<file path="config.mk">
export PLATFORM = sky130hd
export DESIGN_NAME = rd_fill_engine
export DESIGN_NICKNAME = d
export VERILOG_FILES = /design/src/fill_pkg.sv /design/src/fill_header_reader.sv /design/src/fill_sequencer.sv /design/src/fill_mem_streamer.sv /design/src/fill_frame_assembler.sv /design/src/rd_fill_engine.sv
export SDC_FILE = /design/constraint.sdc
export NUM_CORES = 1
export LEC_CHECK = 0
export BUFFER_PORTS_ARGS = -buffer_cell sky130_fd_sc_hd__buf_4
export CAP_MARGIN = 25
export CELL_PAD_IN_SITES_DETAIL_PLACEMENT = 1
export CELL_PAD_IN_SITES_GLOBAL_PLACEMENT = 1
export CORE_MARGIN = 2
export CORE_UTILIZATION = 47
export CTS_BUF_LIST = sky130_fd_sc_hd__clkbuf_8
export DETAILED_ROUTE_END_ITERATION = 7
export GPL_TIMING_DRIVEN = 0
export PLACE_DENSITY_LB_ADDON = 0.1
export REMOVE_ABC_BUFFERS = 1
export SKIP_CTS_REPAIR_TIMING = 1
export SLEW_MARGIN = 15
export SYNTH_ARGS = -nofsm -noshare
export SYNTH_HDL_FRONTEND = slang
export SYNTH_SLANG_ARGS = --single-unit
</file>
<file path="constraint.sdc">
create_clock -name clk -period 2.8 [get_ports clk]
set_clock_uncertainty 0.05 [all_clocks]
set_input_delay 0.28 -clock clk [delete_from_list [all_inputs] [get_ports clk]]
set_output_delay 0.28 -clock clk [all_outputs]
set_load 0.01 [all_outputs]
</file>
<file path="src/fill_pkg.sv">
// Shared widths, sequencer state and word source enums, header and beat structs
package fill_pkg;

	// Width of transmit, header and memory words
	localparam int data_w = 32;

	// Words in one fill header
	localparam int hdr_words = 5;

	// Sequencer states, in frame order
	typedef enum logic [3:0] {
		IDLE,
		FETCH_HDR,
		WAIT_CSN,
		SEND_CSN,
		WAIT_CC,
		SEND_CC,
		WAIT_HDR_WORD,
		SEND_HDR_WORD,
		STREAM,
		WAIT_CHECKSUM,
		SEND_CHECKSUM,
		DONE
	} fill_state_e;

	// Transmit word source for non-data beats
	typedef enum logic [2:0] {
		SRC_CSN,
		SRC_CC,
		SRC_INV_CC,
		SRC_HEADER,
		SRC_CHECKSUM
	} word_src_e;

	// Fill header in FIFO order, trig_num popped first
	typedef struct packed {
		logic [data_w-1:0] trig_num;
		logic [data_w-1:0] buf_size;
		logic [data_w-1:0] chan_num;
		logic [data_w-1:0] post_trig;
		logic [data_w-1:0] start_addr;
	} fill_header_t;

	// One non-data beat from the sequencer
	// word only matters for SRC_HEADER
	typedef struct packed {
		logic              valid;
		logic              last;
		word_src_e         src;
		logic [data_w-1:0] word;
	} tx_beat_t;

endpackage

</file>
<file path="src/fill_header_reader.sv">
// Header reader that pops and latches five FWFT header words and flags an empty FIFO
`timescale 1ns/1ps

module fill_header_reader (
	input  logic                        clk,
	input  logic                        arst_n,
	input  logic                        fetch,
	input  logic [fill_pkg::data_w-1:0] hdr_fifo_dout,
	input  logic                        hdr_fifo_empty,
	output logic                        hdr_fifo_rd_en,
	output fill_pkg::fill_header_t      hdr,
	output logic                        hdr_ready,
	output logic                        hdr_error
);

	localparam int idx_w = $clog2(fill_pkg::hdr_words);

	logic             fetching;
	logic [idx_w-1:0] word_idx;

	// FWFT: the word shown is used and popped in the same cycle
	assign hdr_fifo_rd_en = fetching && !hdr_fifo_empty;

	always_ff @(posedge clk or negedge arst_n) begin
		if (!arst_n) begin
			fetching  <= 1'b0;
			word_idx  <= '0;
			hdr_ready <= 1'b0;
			hdr_error <= 1'b0;
		end else begin
			// Both answers are single-cycle pulses
			hdr_ready <= 1'b0;
			hdr_error <= 1'b0;
			if (fetch) begin
				fetching <= 1'b1;
				word_idx <= '0;
			end else if (fetching) begin
				if (hdr_fifo_empty) begin
					// Header short or missing, abandon the fetch
					fetching  <= 1'b0;
					hdr_error <= 1'b1;
				end else if (word_idx == idx_w'(fill_pkg::hdr_words - 1)) begin
					fetching  <= 1'b0;
					hdr_ready <= 1'b1;
				end else begin
					word_idx <= word_idx + 1'b1;
				end
			end
		end
	end

	// Each popped word lands in its own field
	always_ff @(posedge clk) begin
		if (hdr_fifo_rd_en) begin
			case (word_idx)
				idx_w'(0): hdr.trig_num   <= hdr_fifo_dout;
				idx_w'(1): hdr.buf_size   <= hdr_fifo_dout;
				idx_w'(2): hdr.chan_num   <= hdr_fifo_dout;
				idx_w'(3): hdr.post_trig  <= hdr_fifo_dout;
				default:   hdr.start_addr <= hdr_fifo_dout;
			endcase
		end
	end

	// A new fetch never cuts into one still waiting for its answer
	a_one_answer: assert property (@(posedge clk) disable iff (!arst_n)
		fetch |-> !fetching);

endmodule

</file>
<file path="src/fill_sequencer.sv">
// Frame-order FSM with tready waits, header word stepping, stream start, done and busy
`timescale 1ns/1ps

module fill_sequencer #(
	parameter int addr_w = 12
) (
	input  logic                   clk,
	input  logic                   arst_n,
	input  logic                   run,
	input  logic                   tx_tready,
	input  fill_pkg::fill_header_t hdr,
	input  logic                   hdr_ready,
	input  logic                   hdr_error,
	input  logic                   stream_done,
	output logic                   fetch,
	output fill_pkg::tx_beat_t     beat,
	output logic                   stream_start,
	output logic [addr_w-1:0]      stream_addr,
	output logic [addr_w-1:0]      stream_count,
	output logic                   busy,
	output logic                   done
);

	fill_pkg::fill_state_e state, state_nxt;
	logic                  err;
	logic [1:0]            hdr_idx;

	always_ff @(posedge clk or negedge arst_n) begin
		if (!arst_n) begin
			state   <= fill_pkg::IDLE;
			err     <= 1'b0;
			hdr_idx <= 2'd0;
		end else if (!run) begin
			// Dispatcher dropped run, abandon the frame
			state   <= fill_pkg::IDLE;
			err     <= 1'b0;
			hdr_idx <= 2'd0;
		end else begin
			state <= state_nxt;
			if (state == fill_pkg::IDLE)
				err <= 1'b0;
			else if (state == fill_pkg::FETCH_HDR && hdr_error)
				err <= 1'b1;
			if (state == fill_pkg::SEND_CC)
				hdr_idx <= 2'd0;
			else if (state == fill_pkg::SEND_HDR_WORD)
				hdr_idx <= hdr_idx + 2'd1;
		end
	end

	always_comb begin
		state_nxt = state;
		case (state)
			fill_pkg::IDLE:          state_nxt = fill_pkg::FETCH_HDR;
			// An empty FIFO still answers with CSN and inverted CC
			fill_pkg::FETCH_HDR:     if (hdr_ready || hdr_error) state_nxt = fill_pkg::WAIT_CSN;
			fill_pkg::WAIT_CSN:      if (tx_tready) state_nxt = fill_pkg::SEND_CSN;
			fill_pkg::SEND_CSN:      state_nxt = fill_pkg::WAIT_CC;
			fill_pkg::WAIT_CC:       if (tx_tready) state_nxt = fill_pkg::SEND_CC;
			fill_pkg::SEND_CC:       state_nxt = err ? fill_pkg::DONE : fill_pkg::WAIT_HDR_WORD;
			fill_pkg::WAIT_HDR_WORD: if (tx_tready) state_nxt = fill_pkg::SEND_HDR_WORD;
			fill_pkg::SEND_HDR_WORD:
				state_nxt = (hdr_idx == 2'd3) ? fill_pkg::STREAM : fill_pkg::WAIT_HDR_WORD;
			// tready is not looked at while data streams
			fill_pkg::STREAM:        if (stream_done) state_nxt = fill_pkg::WAIT_CHECKSUM;
			fill_pkg::WAIT_CHECKSUM: if (tx_tready) state_nxt = fill_pkg::SEND_CHECKSUM;
			fill_pkg::SEND_CHECKSUM: state_nxt = fill_pkg::DONE;
			default:                 state_nxt = fill_pkg::IDLE;
		endcase
	end

	// One beat per SEND state, the assembler adds the register stage
	always_comb begin
		beat     = '0;
		beat.src = fill_pkg::SRC_CSN;
		if (run) begin
			case (state)
				fill_pkg::SEND_CSN: beat.valid = 1'b1;
				fill_pkg::SEND_CC: begin
					beat.valid = 1'b1;
					beat.last  = err;
					beat.src   = err ? fill_pkg::SRC_INV_CC : fill_pkg::SRC_CC;
				end
				fill_pkg::SEND_HDR_WORD: begin
					beat.valid = 1'b1;
					beat.src   = fill_pkg::SRC_HEADER;
					case (hdr_idx)
						2'd0:    beat.word = hdr.trig_num;
						2'd1:    beat.word = hdr.buf_size;
						2'd2:    beat.word = hdr.chan_num;
						default: beat.word = hdr.post_trig;
					endcase
				end
				fill_pkg::SEND_CHECKSUM: begin
					beat.valid = 1'b1;
					beat.last  = 1'b1;
					beat.src   = fill_pkg::SRC_CHECKSUM;
				end
				default: ;
			endcase
		end
	end

	assign fetch        = run && state == fill_pkg::IDLE;
	// Start the streamer as the post-trigger word goes out
	assign stream_start = run && state == fill_pkg::SEND_HDR_WORD && hdr_idx == 2'd3;
	assign stream_addr  = hdr.start_addr[addr_w-1:0];
	assign stream_count = hdr.buf_size[addr_w-1:0];
	assign busy         = run && state != fill_pkg::IDLE;
	assign done         = run && state == fill_pkg::DONE;

	// A beat goes out only in the cycle after its WAIT state saw tready
	a_beat_after_ready: assert property (@(posedge clk) disable iff (!arst_n)
		beat.valid |-> $past(tx_tready) && $past(state) inside {fill_pkg::WAIT_CSN,
			fill_pkg::WAIT_CC, fill_pkg::WAIT_HDR_WORD, fill_pkg::WAIT_CHECKSUM});

endmodule

</file>
<file path="src/fill_mem_streamer.sv">
// Memory streamer with address and word counters and the two-cycle read-valid pipeline
`timescale 1ns/1ps

module fill_mem_streamer #(
	parameter int addr_w = 12
) (
	input  logic              clk,
	input  logic              arst_n,
	input  logic              stream_start,
	input  logic [addr_w-1:0] stream_addr,
	input  logic [addr_w-1:0] stream_count,
	output logic [addr_w-1:0] mem_addr,
	output logic              mem_valid,
	output logic              stream_done
);

	logic [addr_w-1:0] remain;
	logic              armed;
	logic              issue;
	logic              rd_v1;
	logic              rd_v2;

	// One read per cycle until the count runs out
	assign issue = armed && remain != '0;

	// Done once all reads have left the pipeline
	// zero count finishes the cycle after start
	assign stream_done = armed && remain == '0 && !rd_v1 && !rd_v2;

	always_ff @(posedge clk or negedge arst_n) begin
		if (!arst_n) begin
			mem_addr <= '0;
			remain   <= '0;
			armed    <= 1'b0;
			rd_v1    <= 1'b0;
			rd_v2    <= 1'b0;
		end else begin
			if (stream_start) begin
				mem_addr <= stream_addr;
				remain   <= stream_count;
				armed    <= 1'b1;
			end else if (issue) begin
				// Address wraps at the top of memory
				mem_addr <= mem_addr + 1'b1;
				remain   <= remain - 1'b1;
			end else if (stream_done) begin
				armed <= 1'b0;
			end
			// Matches the memory's two-cycle read latency
			rd_v1 <= issue;
			rd_v2 <= rd_v1;
		end
	end

	assign mem_valid = rd_v2;

	a_no_overlap: assert property (@(posedge clk) disable iff (!arst_n)
		stream_start |-> !armed);

endmodule

</file>
<file path="src/fill_frame_assembler.sv">
// Frame assembler with XOR checksum and the registered transmit word mux
`timescale 1ns/1ps

module fill_frame_assembler (
	input  logic                        clk,
	input  logic                        arst_n,
	input  fill_pkg::tx_beat_t          beat,
	input  logic [fill_pkg::data_w-1:0] csn,
	input  logic [fill_pkg::data_w-1:0] cc,
	input  logic                        mem_valid,
	input  logic [fill_pkg::data_w-1:0] mem_dout,
	output logic [fill_pkg::data_w-1:0] tx_tdata,
	output logic                        tx_tvalid,
	output logic                        tx_tlast
);

	logic [fill_pkg::data_w-1:0] checksum;

	// New frame starts at CSN, data words fold in as they arrive
	always_ff @(posedge clk) begin
		if (beat.valid && beat.src == fill_pkg::SRC_CSN)
			checksum <= '0;
		else if (mem_valid)
			checksum <= checksum ^ mem_dout;
	end

	always_ff @(posedge clk or negedge arst_n) begin
		if (!arst_n) begin
			tx_tvalid <= 1'b0;
			tx_tlast  <= 1'b0;
		end else begin
			tx_tvalid <= beat.valid || mem_valid;
			// Data words never carry last
			tx_tlast  <= beat.valid && beat.last;
		end
	end

	always_ff @(posedge clk) begin
		if (mem_valid) begin
			tx_tdata <= mem_dout;
		end else if (beat.valid) begin
			case (beat.src)
				fill_pkg::SRC_CSN:      tx_tdata <= csn;
				fill_pkg::SRC_CC:       tx_tdata <= cc;
				fill_pkg::SRC_INV_CC:   tx_tdata <= ~cc;
				fill_pkg::SRC_HEADER:   tx_tdata <= beat.word;
				fill_pkg::SRC_CHECKSUM: tx_tdata <= checksum;
				default:                tx_tdata <= beat.word;
			endcase
		end
	end

	// Sequencer waits for stream_done, so the two sources stay apart
	a_no_collision: assert property (@(posedge clk) disable iff (!arst_n)
		!(beat.valid && mem_valid));

endmodule

</file>
<file path="src/rd_fill_engine.sv">
// Fill-readout engine top level wiring header reader, sequencer, streamer and assembler
`timescale 1ns/1ps

module rd_fill_engine #(
	parameter int addr_w = 12
) (
	input  logic                        clk,
	input  logic                        arst_n,
	input  logic                        run,
	input  logic [fill_pkg::data_w-1:0] csn,
	input  logic [fill_pkg::data_w-1:0] cc,
	input  logic                        tx_tready,
	input  logic [fill_pkg::data_w-1:0] hdr_fifo_dout,
	input  logic                        hdr_fifo_empty,
	input  logic [fill_pkg::data_w-1:0] mem_dout,
	output logic                        busy,
	output logic                        done,
	output logic [fill_pkg::data_w-1:0] tx_tdata,
	output logic                        tx_tvalid,
	output logic                        tx_tlast,
	output logic                        hdr_fifo_rd_en,
	output logic [addr_w-1:0]           mem_addr
);

	// Reader to sequencer
	logic                   fetch;
	fill_pkg::fill_header_t hdr;
	logic                   hdr_ready;
	logic                   hdr_error;
	// Sequencer to streamer and assembler
	fill_pkg::tx_beat_t     beat;
	logic                   stream_start;
	logic [addr_w-1:0]      stream_addr;
	logic [addr_w-1:0]      stream_count;
	logic                   stream_done;
	logic                   mem_valid;

	fill_header_reader u_reader (
		.clk, .arst_n, .fetch, .hdr_fifo_dout, .hdr_fifo_empty,
		.hdr_fifo_rd_en, .hdr, .hdr_ready, .hdr_error
	);

	fill_sequencer #(.addr_w(addr_w)) u_seq (
		.clk, .arst_n, .run, .tx_tready, .hdr, .hdr_ready, .hdr_error, .stream_done,
		.fetch, .beat, .stream_start, .stream_addr, .stream_count, .busy, .done
	);

	fill_mem_streamer #(.addr_w(addr_w)) u_stream (
		.clk, .arst_n, .stream_start, .stream_addr, .stream_count,
		.mem_addr, .mem_valid, .stream_done
	);

	fill_frame_assembler u_asm (
		.clk, .arst_n, .beat, .csn, .cc, .mem_valid, .mem_dout,
		.tx_tdata, .tx_tvalid, .tx_tlast
	);

endmodule

</file>
==> metrics.csv, run 1 <==
metric;value;unit
total length of routed wires;32600;um
Max-slew headroom;36.0;%
top cells by count, synth;edfxtp_1, a21oi_1, nand2_1;
fillers;2367;
port bufs;181;
Synth-to-Final Area Change;27.9;%
dpl hpwl;20600;um
post-DR wirelength/cell;22.5;um
CTS tree;yes;
Tot GR Track Use;26.6;%
H-tree depth;2;
RSZ-0062 raised after global routing;false;
DRC;0;
P_leak;5.55;nW
core area;0.0227;mm^2
final hold vios;0;
Power per Cell Area;692;mW/mm^2
main combinational cell family by area after synthesis;compound AO/OA/AOI/OAI gates;
Skew-Pair Late Insertion Delay;540;ps
total grt overflow;0;
1st-iter DRT viols;558;
Initial Util;48.1;%
worst-margin pin slew;961;ps
flop and latch count out of synthesis;246;
CTS buffer count;42;
Fmax;0.380;GHz
Post-Synth XOR/XNOR Area;6.74;%
Worst setup EP type;register;
Syn Area/Cell;11.9;um^2
Worst Path Required;3020;ps
Placer Congestion;0.772;
die width;156;um
post-synthesis cell count;915;
Synth warnings;0;
Main synth FF type;edfxtp_1;
placed inst area;0.0128;mm^2
most frequent cell after synthesis;edfxtp_1;
status;finished clean;
drt pass-1 iters;6;
Hold/Removal Path Class;input port to register;
setup slack after layout;167;ps
share of synthesized registers carrying an async set or reset;17.1;%
Seq/Total Area, Yosys;62.8;%
Finished Cell Area;0.0140;mm^2
Crit Path Category;register to register;
Final min period;2630;ps
Distinct cells, synth;55;
Yosys top cell area share;47.3;%
clock tree buffer depth;3;
Compound-Gate Fraction of Synth Area;15.4;%
Final #Nets;1280;
global-route wire length before repair;49800;um
vias in the first global route;8838;
Synth area leaders;edfxtp_1, dfrtp_1, dfxtp_1;
Fin Hold WS;30.1;ps
startpoint types;register;
Tcrit/Tclk final;94.0;%
Post-DRT Antenna Nets;0;
Sink Count;246;
Worst Path Max Fanout;30;
area leader, netlist;edfxtp_1;
Max VDD drop;443;uV
Power, Total;9.67;mW
Syn Std Cell Area;0.0109;mm^2
EDFF count, synth;172;
CTS clock-pin slew for the worst setup and hold paths;60;ps
layout cell share with drive strength beyond 1;26.1;%
num ports;182;
FP Rows;55;
# setup viols final;0;
die area;0.0245;mm^2
DIE HEIGHT;156;um
simple-gate share of the synthesized area;10.4;%
largest net degree at the start of global routing;55;
worst slack at placement;-4.29;ps
max-cap viol count;0;
initial antenna violation count;0;
proportion of synthesized area in mux cells;0.275;%
reg2reg setup slack;170;ps
Final Max Tran Viols;0;
FF+latch area;0.00686;mm^2
n_diodes;0;
Vias per Instance;5.80;
critical path arrival;2850;ps
routed vias;8421;
multi-input logic area;0.00378;mm^2
Post-Synth Adder-Cell Area;1.37;%
clk root buf;clkbuf_8;
-- metrics by stage --
stage	setup TNS [ps]	util [%]	instances
CTS	-59.7	60.0	1417
detailed placement	-4.29	56.3	1340
finish	0	61.5	1453
global route	0	61.5	1453
floorplan	-22600	-	852
global placement	-261920	54.4	1318
-- layer usage --
layer,global-route usage [%],part of all wire (%)
met5,0,0
met4,6.86,1.6
met3,4.79,6.7
met2,45.7,50
met1,35.0,41
-- flip-flops by register name, summed over array words and instances, names as in the netlist --
register and flops:
u_reader.fetching 1, u_reader.hdr 140, u_seq.hdr_idx 2, u_reader.hdr_ready 1, u_stream.mem_valid 1, u_asm.checksum 32, u_reader.word_idx 3, u_seq.state 4
u_stream.armed 1, u_stream.remain 12, u_reader.hdr_error 1, u_seq.err 1, u_asm.tx_tdata 32, u_asm.tx_tvalid 1, u_stream.rd_v1 1, u_asm.tx_tlast 1
u_stream.mem_addr 12
-- where the power goes --
group | internal [mW] | leakage (nW) | switching, mW
Combinational | 0.704 | 2.70 | 0.870
Sequential | 4.51 | 2.40 | 0.368
Clock | 1.76 | 0.452 | 1.46
Total | 6.97 | 5.55 | 2.70
-- worst max-delay path, stage by stage (launching register included) --
cell and delay [ps]:
dfrtp_1 790, nand3_1 250, or3_2 590, buf_12 230
a21oi_1 160, o221a_1 220, a31oi_1 50
-- logic make-up (layout without fill, tap and decap cells) --
group | after synthesis | count (layout)
AND/OR/NAND/NOR | 249 | 249
AO/OA/AOI/OAI | 246 | 246
flip-flops | 246 | 246
XOR/XNOR | 84 | 84
buffers and inverters | 75 | 328
adder cells (fa/ha/maj) | 12 | 12
multiplexers | 3 | 3
-- layout by cell type, fill, tap and decap left out, types with 9 or more instances in the layout --
master | Yosys | final
a21oi_1 | 112 | 112
a222oi_1 | 32 | 32
a31oi_1 | 34 | 34
buf_12 | 0 | 12
buf_4 | 2 | 185
clkbuf_8 | 0 | 45
clkinv_1 | 0 | 16
dfrtp_1 | 42 | 40
dfxtp_1 | 32 | 32
dlygate4sd3_1 | 0 | 34
edfxtp_1 | 172 | 172
ha_1 | 12 | 9
inv_1 | 11 | 18
nand2_1 | 104 | 103
nand3_1 | 10 | 10
nor2_1 | 85 | 85
nor3_1 | 14 | 12
o21ai_0 | 21 | 21
o221a_1 | 14 | 14
o221a_2 | 18 | 18
xnor2_1 | 16 | 16
xor2_1 | 68 | 68
-- final timing paths --
kind	start	to	cells past startpoint
max in group asynchronous	arst_n	u_stream.mem_valid	2
min reg2reg	u_stream.rd_v1	u_stream.mem_valid	0
max reg2reg	u_seq.state[1]	u_asm.tx_tdata[29]	6
min in group asynchronous	arst_n	u_reader.word_idx[1]	2
min	run	u_reader.fetching	3
max	u_seq.state[1]	u_asm.tx_tdata[29]	6
-- final cells by class --
class | instances | area share, %
Inverter | 12 | 0.322
Clock buffer | 45 | 4.43
Timing Repair Buffer | 239 | 15.1
Tap cell | 285 | 2.55
Sequential cell | 246 | 49.1
Multi-Input combinational cell | 594 | 27.0
Clock inverter | 32 | 1.48
No activity file was read; power rests on OpenSTA's default activity.
==> run 2: changes to the inputs <==
--- a/config.mk
+++ b/config.mk
@@ -14,6 +14,7 @@
 export CTS_BUF_LIST = sky130_fd_sc_hd__clkbuf_8
 export DETAILED_ROUTE_END_ITERATION = 7
 export GPL_TIMING_DRIVEN = 0
+export MAX_ROUTING_LAYER = met4
 export PLACE_DENSITY_LB_ADDON = 0.1
 export REMOVE_ABC_BUFFERS = 1
 export SKIP_CTS_REPAIR_TIMING = 1
==> run 2 against run 1 <==
  * Maximum frequency rose by 0.89%
  * Worst hold slack got worse by 4.9 ps
  * Setup slack improved by 23 ps
  * Cell count did not move
  * Global-route usage rose by 0.77 points
  * Wire length fell by 0.19%
  * Critical endpoint unchanged
  * Largest power group unchanged
  * Highest routed layer unchanged
==> metrics.csv, run 2 (synthesis gave the netlist of run 1 again) <==
metric;value;unit;change
status;finished clean;;unchanged
largest net degree at the start of global routing;55;;unchanged
Initial Util;48.1;%;unchanged
max-cap viol count;0;;unchanged
commonest non-fill, non-tap cells in the layout;buf_4, edfxtp_1, a21oi_1;;unchanged
Vias per Instance;5.79;;was 5.80
post-DR wirelength/cell;22.4;um;was 22.5 um
commonest non-fill, non-tap cell in the layout;buf_4;;unchanged
Final min period;2610;ps;was 2630 ps
Most flops, register;u_reader.hdr;;unchanged
Fin Hold WS;25.2;ps;was 30.1 ps
worst-margin pin slew;954;ps;was 961 ps
Crit Path Category;register to register;;unchanged
reg2reg setup slack;190;ps;was 170 ps
Fmax;0.383;GHz;was 0.380 GHz
num ports;182;;unchanged
P_leak;5.55;nW;unchanged
critical path arrival;2830;ps;was 2850 ps
port bufs;181;;unchanged
Int Power;6.97;mW;about the same
total length of routed wires;32600;um;about the same
vias in the first global route;8851;;was 8,838
Max-slew headroom;36.4;%;was 36.0%
layout cell share with drive strength beyond 1;26.1;%;unchanged
die width;156;um;unchanged
max reg flops;140;;unchanged
Finished Layout Cells;1453;;unchanged
Tot GR Track Use;27.4;%;was 26.6%
Max VDD drop;442;uV;was 443 uV
CTS buffer count;42;;unchanged
CTS clock-pin slew for the worst setup and hold paths;60;ps;about the same
Placer Congestion;0.783;;was 0.772
RSZ-0062 raised after global routing;false;;unchanged
CTS tree;yes;;unchanged
Worst setup EP type;register;;unchanged
drt pass-1 iters;6;;unchanged
clock tree buffer depth;3;;unchanged
initial antenna violation count;0;;unchanged
FP Rows;55;;unchanged
die area;0.0245;mm^2;unchanged
Synth-to-Final Area Change;27.9;%;unchanged
n_diodes;0;;unchanged
Power, Total;9.67;mW;about the same
1st-iter DRT viols;557;;was 558
DRC;0;;unchanged
Power per Cell Area;692;mW/mm^2;about the same
Sink Count;246;;unchanged
Placed Instances;1340;;unchanged
final hold vios;0;;unchanged
final core occ;61.5;%;unchanged
sw frac;27.9;%;about the same
Post-DRT Antenna Nets;0;;unchanged
Tcrit/Tclk final;93.2;%;was 94.0%
clock power share;33.4;%;was 33.3%
Psw;2.70;mW;about the same
Hold/Removal Path Class;input port to register;;unchanged
startpoint types;register;;unchanged
Skew-Pair Late Insertion Delay;540;ps;about the same
Largest regs;u_reader.hdr (140), u_asm.checksum (32), u_asm.tx_tdata (32);;unchanged
Comb pwr share;16.2;%;was 16.3%
Worst Path Max Fanout;30;;unchanged
DIE HEIGHT;156;um;unchanged
register share of total power;50.4;%;about the same
core area;0.0227;mm^2;unchanged
global-route wire length before repair;49800;um;about the same
dpl hpwl;20600;um;unchanged
# setup viols final;0;;unchanged
routed vias;8417;;was 8,421
total grt overflow;0;;unchanged
H-tree depth;2;;unchanged
Final #Nets;1280;;unchanged
clk root buf;clkbuf_8;;unchanged
Final Max Tran Viols;0;;unchanged
Worst Path Required;3020;ps;about the same
==> run 2: power groups by stage <==
| stage | logic, mW | clock network [mW] | registers, mW |
|---|---|---|---|
| floorplan | 0.833 | 0 | 4.87 |
| global placement | 1.35 | 0 | 4.93 |
| detailed placement | 1.52 | 0 | 4.93 |
| CTS | 1.54 | 3.28 | 4.87 |
| global route | 1.74 | 3.45 | 4.93 |
| finish | 1.57 | 3.23 | 4.87 |
==> run 2: worst max-delay path: stages (launching register included) <==
cell	delay (ps)
dfrtp_1	770
nand3_1	250
or3_2	590
buf_12	230
a21oi_1	160
o221a_1	220
a31oi_1	50
==> run 2: per-layer routing <==
layer  wire length (um)  track usage, %  vias to the layer above
li1                   -               -                     3866
met1              13500            35.0                     4173
met2              16400            45.7                      331
met3               2130            4.76                       47
met4                548            6.82                        0
met5                  0               -                        -
==> run 2: cell type report <==
cell class	count	area, um^2
flip-flops and latches	246	6860
clock inverters	32	206
inverters	12	45.0
fillers	2367	8730
multi-input cells	594	3780
well taps	285	357
repair buffers	239	2110
clock buffers	45	619
==> run 2: worst paths after layout <==
| path | startpoint | end | depth (start not counted) |
|---|---|---|---|
| max | u_seq.state[1] | u_asm.tx_tdata[29] | 6 |
| max in group asynchronous | arst_n | u_stream.mem_valid | 2 |
| min reg2reg | u_stream.rd_v1 | u_stream.mem_valid | 0 |
| min | run | u_reader.fetching | 3 |
| max reg2reg | u_seq.state[1] | u_asm.tx_tdata[29] | 6 |
| min in group asynchronous | arst_n | u_reader.word_idx[0] | 2 |
==> run 2: metrics by stage <==
stage | cell area (um^2) | setup TNS [ps] | setup slack, ps
finish | 14000 | 0 | 190
global route | 14000 | 0 | 48.9
CTS | 13600 | -59.7 | -59.7
detailed placement | 12800 | -4.29 | -4.29
global placement | 12400 | -261920 | -2790
floorplan | 10600 | -22600 | -584
==> run 3: changes to the inputs <==
--- a/config.mk
+++ b/config.mk
@@ -16,7 +16,6 @@
 export GPL_TIMING_DRIVEN = 0
 export MAX_ROUTING_LAYER = met4
 export PLACE_DENSITY_LB_ADDON = 0.1
-export REMOVE_ABC_BUFFERS = 1
 export SKIP_CTS_REPAIR_TIMING = 1
 export SLEW_MARGIN = 15
 export SYNTH_ARGS = -nofsm -noshare
==> run 3 against run 2 <==
  * Largest cell class unchanged
  * Total power up 1.3%
  * Worst hold slack better by 0.73 ps
  * Highest routed layer unchanged
  * First-iteration DRC count up 45%
  * Via count up 5.1%
  * Clock power up 3%
  * Sequential share of layout area down 0.080 points
  * Register-to-register slack about the same
  * Core utilization up 0.055 points
  * Critical path depth up 1
  * Cell count up 3.3%
  * Largest power group unchanged
  * Die area unchanged
  * Wire length up 4.8%
==> metrics.csv, run 3 (synthesis gave the netlist of run 1 again) <==
metric;value;unit;change
status;finished clean;;unchanged
# setup viols final;0;;unchanged
Most flops, register;u_reader.hdr;;unchanged
multi-input logic area;0.00375;mm^2;was 0.00378 mm^2
max-cap viol count;0;;unchanged
n_diodes;0;;unchanged
port bufs;181;;unchanged
Tot GR Track Use;28.4;%;was 27.4%
Worst path slowest cell;nor3b_4;;was dfrtp_1
worst reg2reg path depth;7;;was 6
largest net degree at the start of global routing;43;;was 55
Max VDD drop;508;uV;was 442 uV
final hold vios;0;;unchanged
vias in the first global route;9274;;was 8,851
DIE HEIGHT;156;um;unchanged
Power per Cell Area;701;mW/mm^2;was 692 mW/mm^2
CTS tree;yes;;unchanged
hold wc startpoint;csn[25];;was run
commonest non-fill, non-tap cell in the layout;buf_4;;unchanged
FF-to-FF End;u_asm.tx_tdata[13];;was u_asm.tx_tdata[29]
1st-iter DRT viols;809;;was 557
critical path arrival;2800;ps;was 2830 ps
Final #Nets;1326;;was 1,280
fillers;2387;;was 2,367
die area;0.0245;mm^2;unchanged
dpl hpwl;23800;um;was 20,600 um
clock tree buffer depth;3;;unchanged
Initial Util;48.1;%;unchanged
CP peak stage delay;510;ps;was 770 ps
Worst setup EP type;register;;unchanged
post-DR wirelength/cell;22.8;um;was 22.4 um
Tcrit/Tclk final;93.7;%;was 93.2%
H-tree depth;2;;unchanged
Hold EP;u_asm.tx_tdata[25];;was u_reader.fetching
Synth-to-Final Area Change;28.1;%;was 27.9%
Largest regs;u_reader.hdr (140), u_asm.checksum (32), u_asm.tx_tdata (32);;unchanged
routed vias;8850;;was 8,417
FF+latch area;0.00686;mm^2;about the same
total length of routed wires;34200;um;was 32,600 um
Crit Path Category;register to register;;unchanged
Fin Hold WS;25.9;ps;was 25.2 ps
reg2reg start;u_seq.state[0];;was u_seq.state[1]
Fmax;0.381;GHz;was 0.383 GHz
Placer Congestion;0.870;;was 0.783
Worst Path Max Fanout;26;;was 30
max reg flops;140;;unchanged
CTS clock-pin slew for the worst setup and hold paths;60;ps;about the same
CTS buffer count;43;;was 42
RSZ-0062 raised after global routing;false;;unchanged
global-route wire length before repair;51500;um;was 49,800 um
core area;0.0227;mm^2;unchanged
Post-DRT Antenna Nets;0;;unchanged
FP Rows;55;;unchanged
worst-margin pin slew;1090;ps;was 954 ps
placed inst area;0.0128;mm^2;about the same
Sink Count;246;;unchanged
commonest non-fill, non-tap cells in the layout;buf_4, edfxtp_1, a21oi_1;;unchanged
clk root buf;clkbuf_8;;unchanged
Finished Cell Area;0.0140;mm^2;about the same
total grt overflow;0;;unchanged
most frequent CP cell;buf_2;;
Max-slew headroom;27.1;%;was 36.4%
Sum Neg Setup Slack;0;ps;unchanged
layout cell share with drive strength beyond 1;24.6;%;was 26.1%
Hold/Removal Path Class;input port to register;;unchanged
Synthesized Nets;1060;;
hold path cells;3;;unchanged
Vias per Instance;5.90;;was 5.79
startpoint types;register;;unchanged
Final Max Tran Viols;0;;unchanged
drt pass-1 iters;7;;was 6
num ports;182;;unchanged
die width;156;um;unchanged
initial antenna violation count;0;;unchanged
P_leak;5.61;nW;was 5.55 nW
DRC;0;;unchanged
Skew-Pair Late Insertion Delay;550;ps;was 540 ps
Worst Path Required;2970;ps;was 3020 ps
reg2reg setup slack;180;ps;was 190 ps
Final min period;2620;ps;was 2610 ps
CP cell instances;buf_2 > nor3b_4 > buf_2 > o21ai_0 > nand2_1 > a21o_2 > buf_12;;was nand3_1 > or3_2 > buf_12 > a21oi_1 > o221a_1 > a31oi_1
[run 3: how the worst max path moves through the flow]
stage | slack (ps) | end | from
2_1_floorplan | 390 | u_asm.tx_tdata[0] | u_seq.state[0]
4_1_cts | 150 | u_asm.tx_tdata[13] | u_seq.state[0]
5_1_grt | 50 | u_asm.tx_tdata[13] | u_seq.state[0]
3_5_place_dp | 230 | u_asm.tx_tdata[13] | u_seq.state[0]
6_report | 180 | u_asm.tx_tdata[13] | u_seq.state[0]
3_3_place_gp | -610 | u_asm.tx_tdata[14] | u_seq.state[0]
[run 3: routing by layer]
layer	wire (um)	vias to the layer above	GRT usage, %
met5	0	-	-
met4	754	0	9.87
met3	2290	65	4.57
met2	16400	360	45.4
met1	14700	4459	37.2
li1	-	3966	-
[run 3: final cells by class]
| class | instances | area share [%] |
|---|---|---|
| Buffer | 63 | 2.04 |
| Tap cell | 285 | 2.55 |
| Clock inverter | 34 | 1.62 |
| Sequential cell | 246 | 49.0 |
| Inverter | 12 | 0.322 |
| Multi-Input combinational cell | 594 | 26.8 |
| Timing Repair Buffer | 221 | 13.1 |
| Clock buffer | 46 | 4.53 |
[run 3: power breakdown]
group / total, mW / internal [mW] / switching (mW)
Sequential: 4.79 / 4.51 / 0.284
Clock: 3.33 / 1.81 / 1.52
Combinational: 1.68 / 0.709 / 0.967
[run 3: through the flow]
step,setup WS (ps),cells,power (mW),utilization (%)
2_1_floorplan,385,915,5.74,-
3_3_place_gp,-605,1381,6.32,55.7
3_5_place_dp,225,1387,6.48,56.3
4_1_cts,147,1467,9.79,60.1
5_1_grt,48.6,1501,10.2,61.6
6_report,177,1501,9.80,61.6
[run 3: critical path, delay by kind of cell (launching register included)]
| kind | cells | cell delay, ps |
|---|---|---|
| compound gates | 2 | 390 |
| buf+inv | 3 | 810 |
| flops | 1 | 400 |
| simple gates | 2 | 600 |
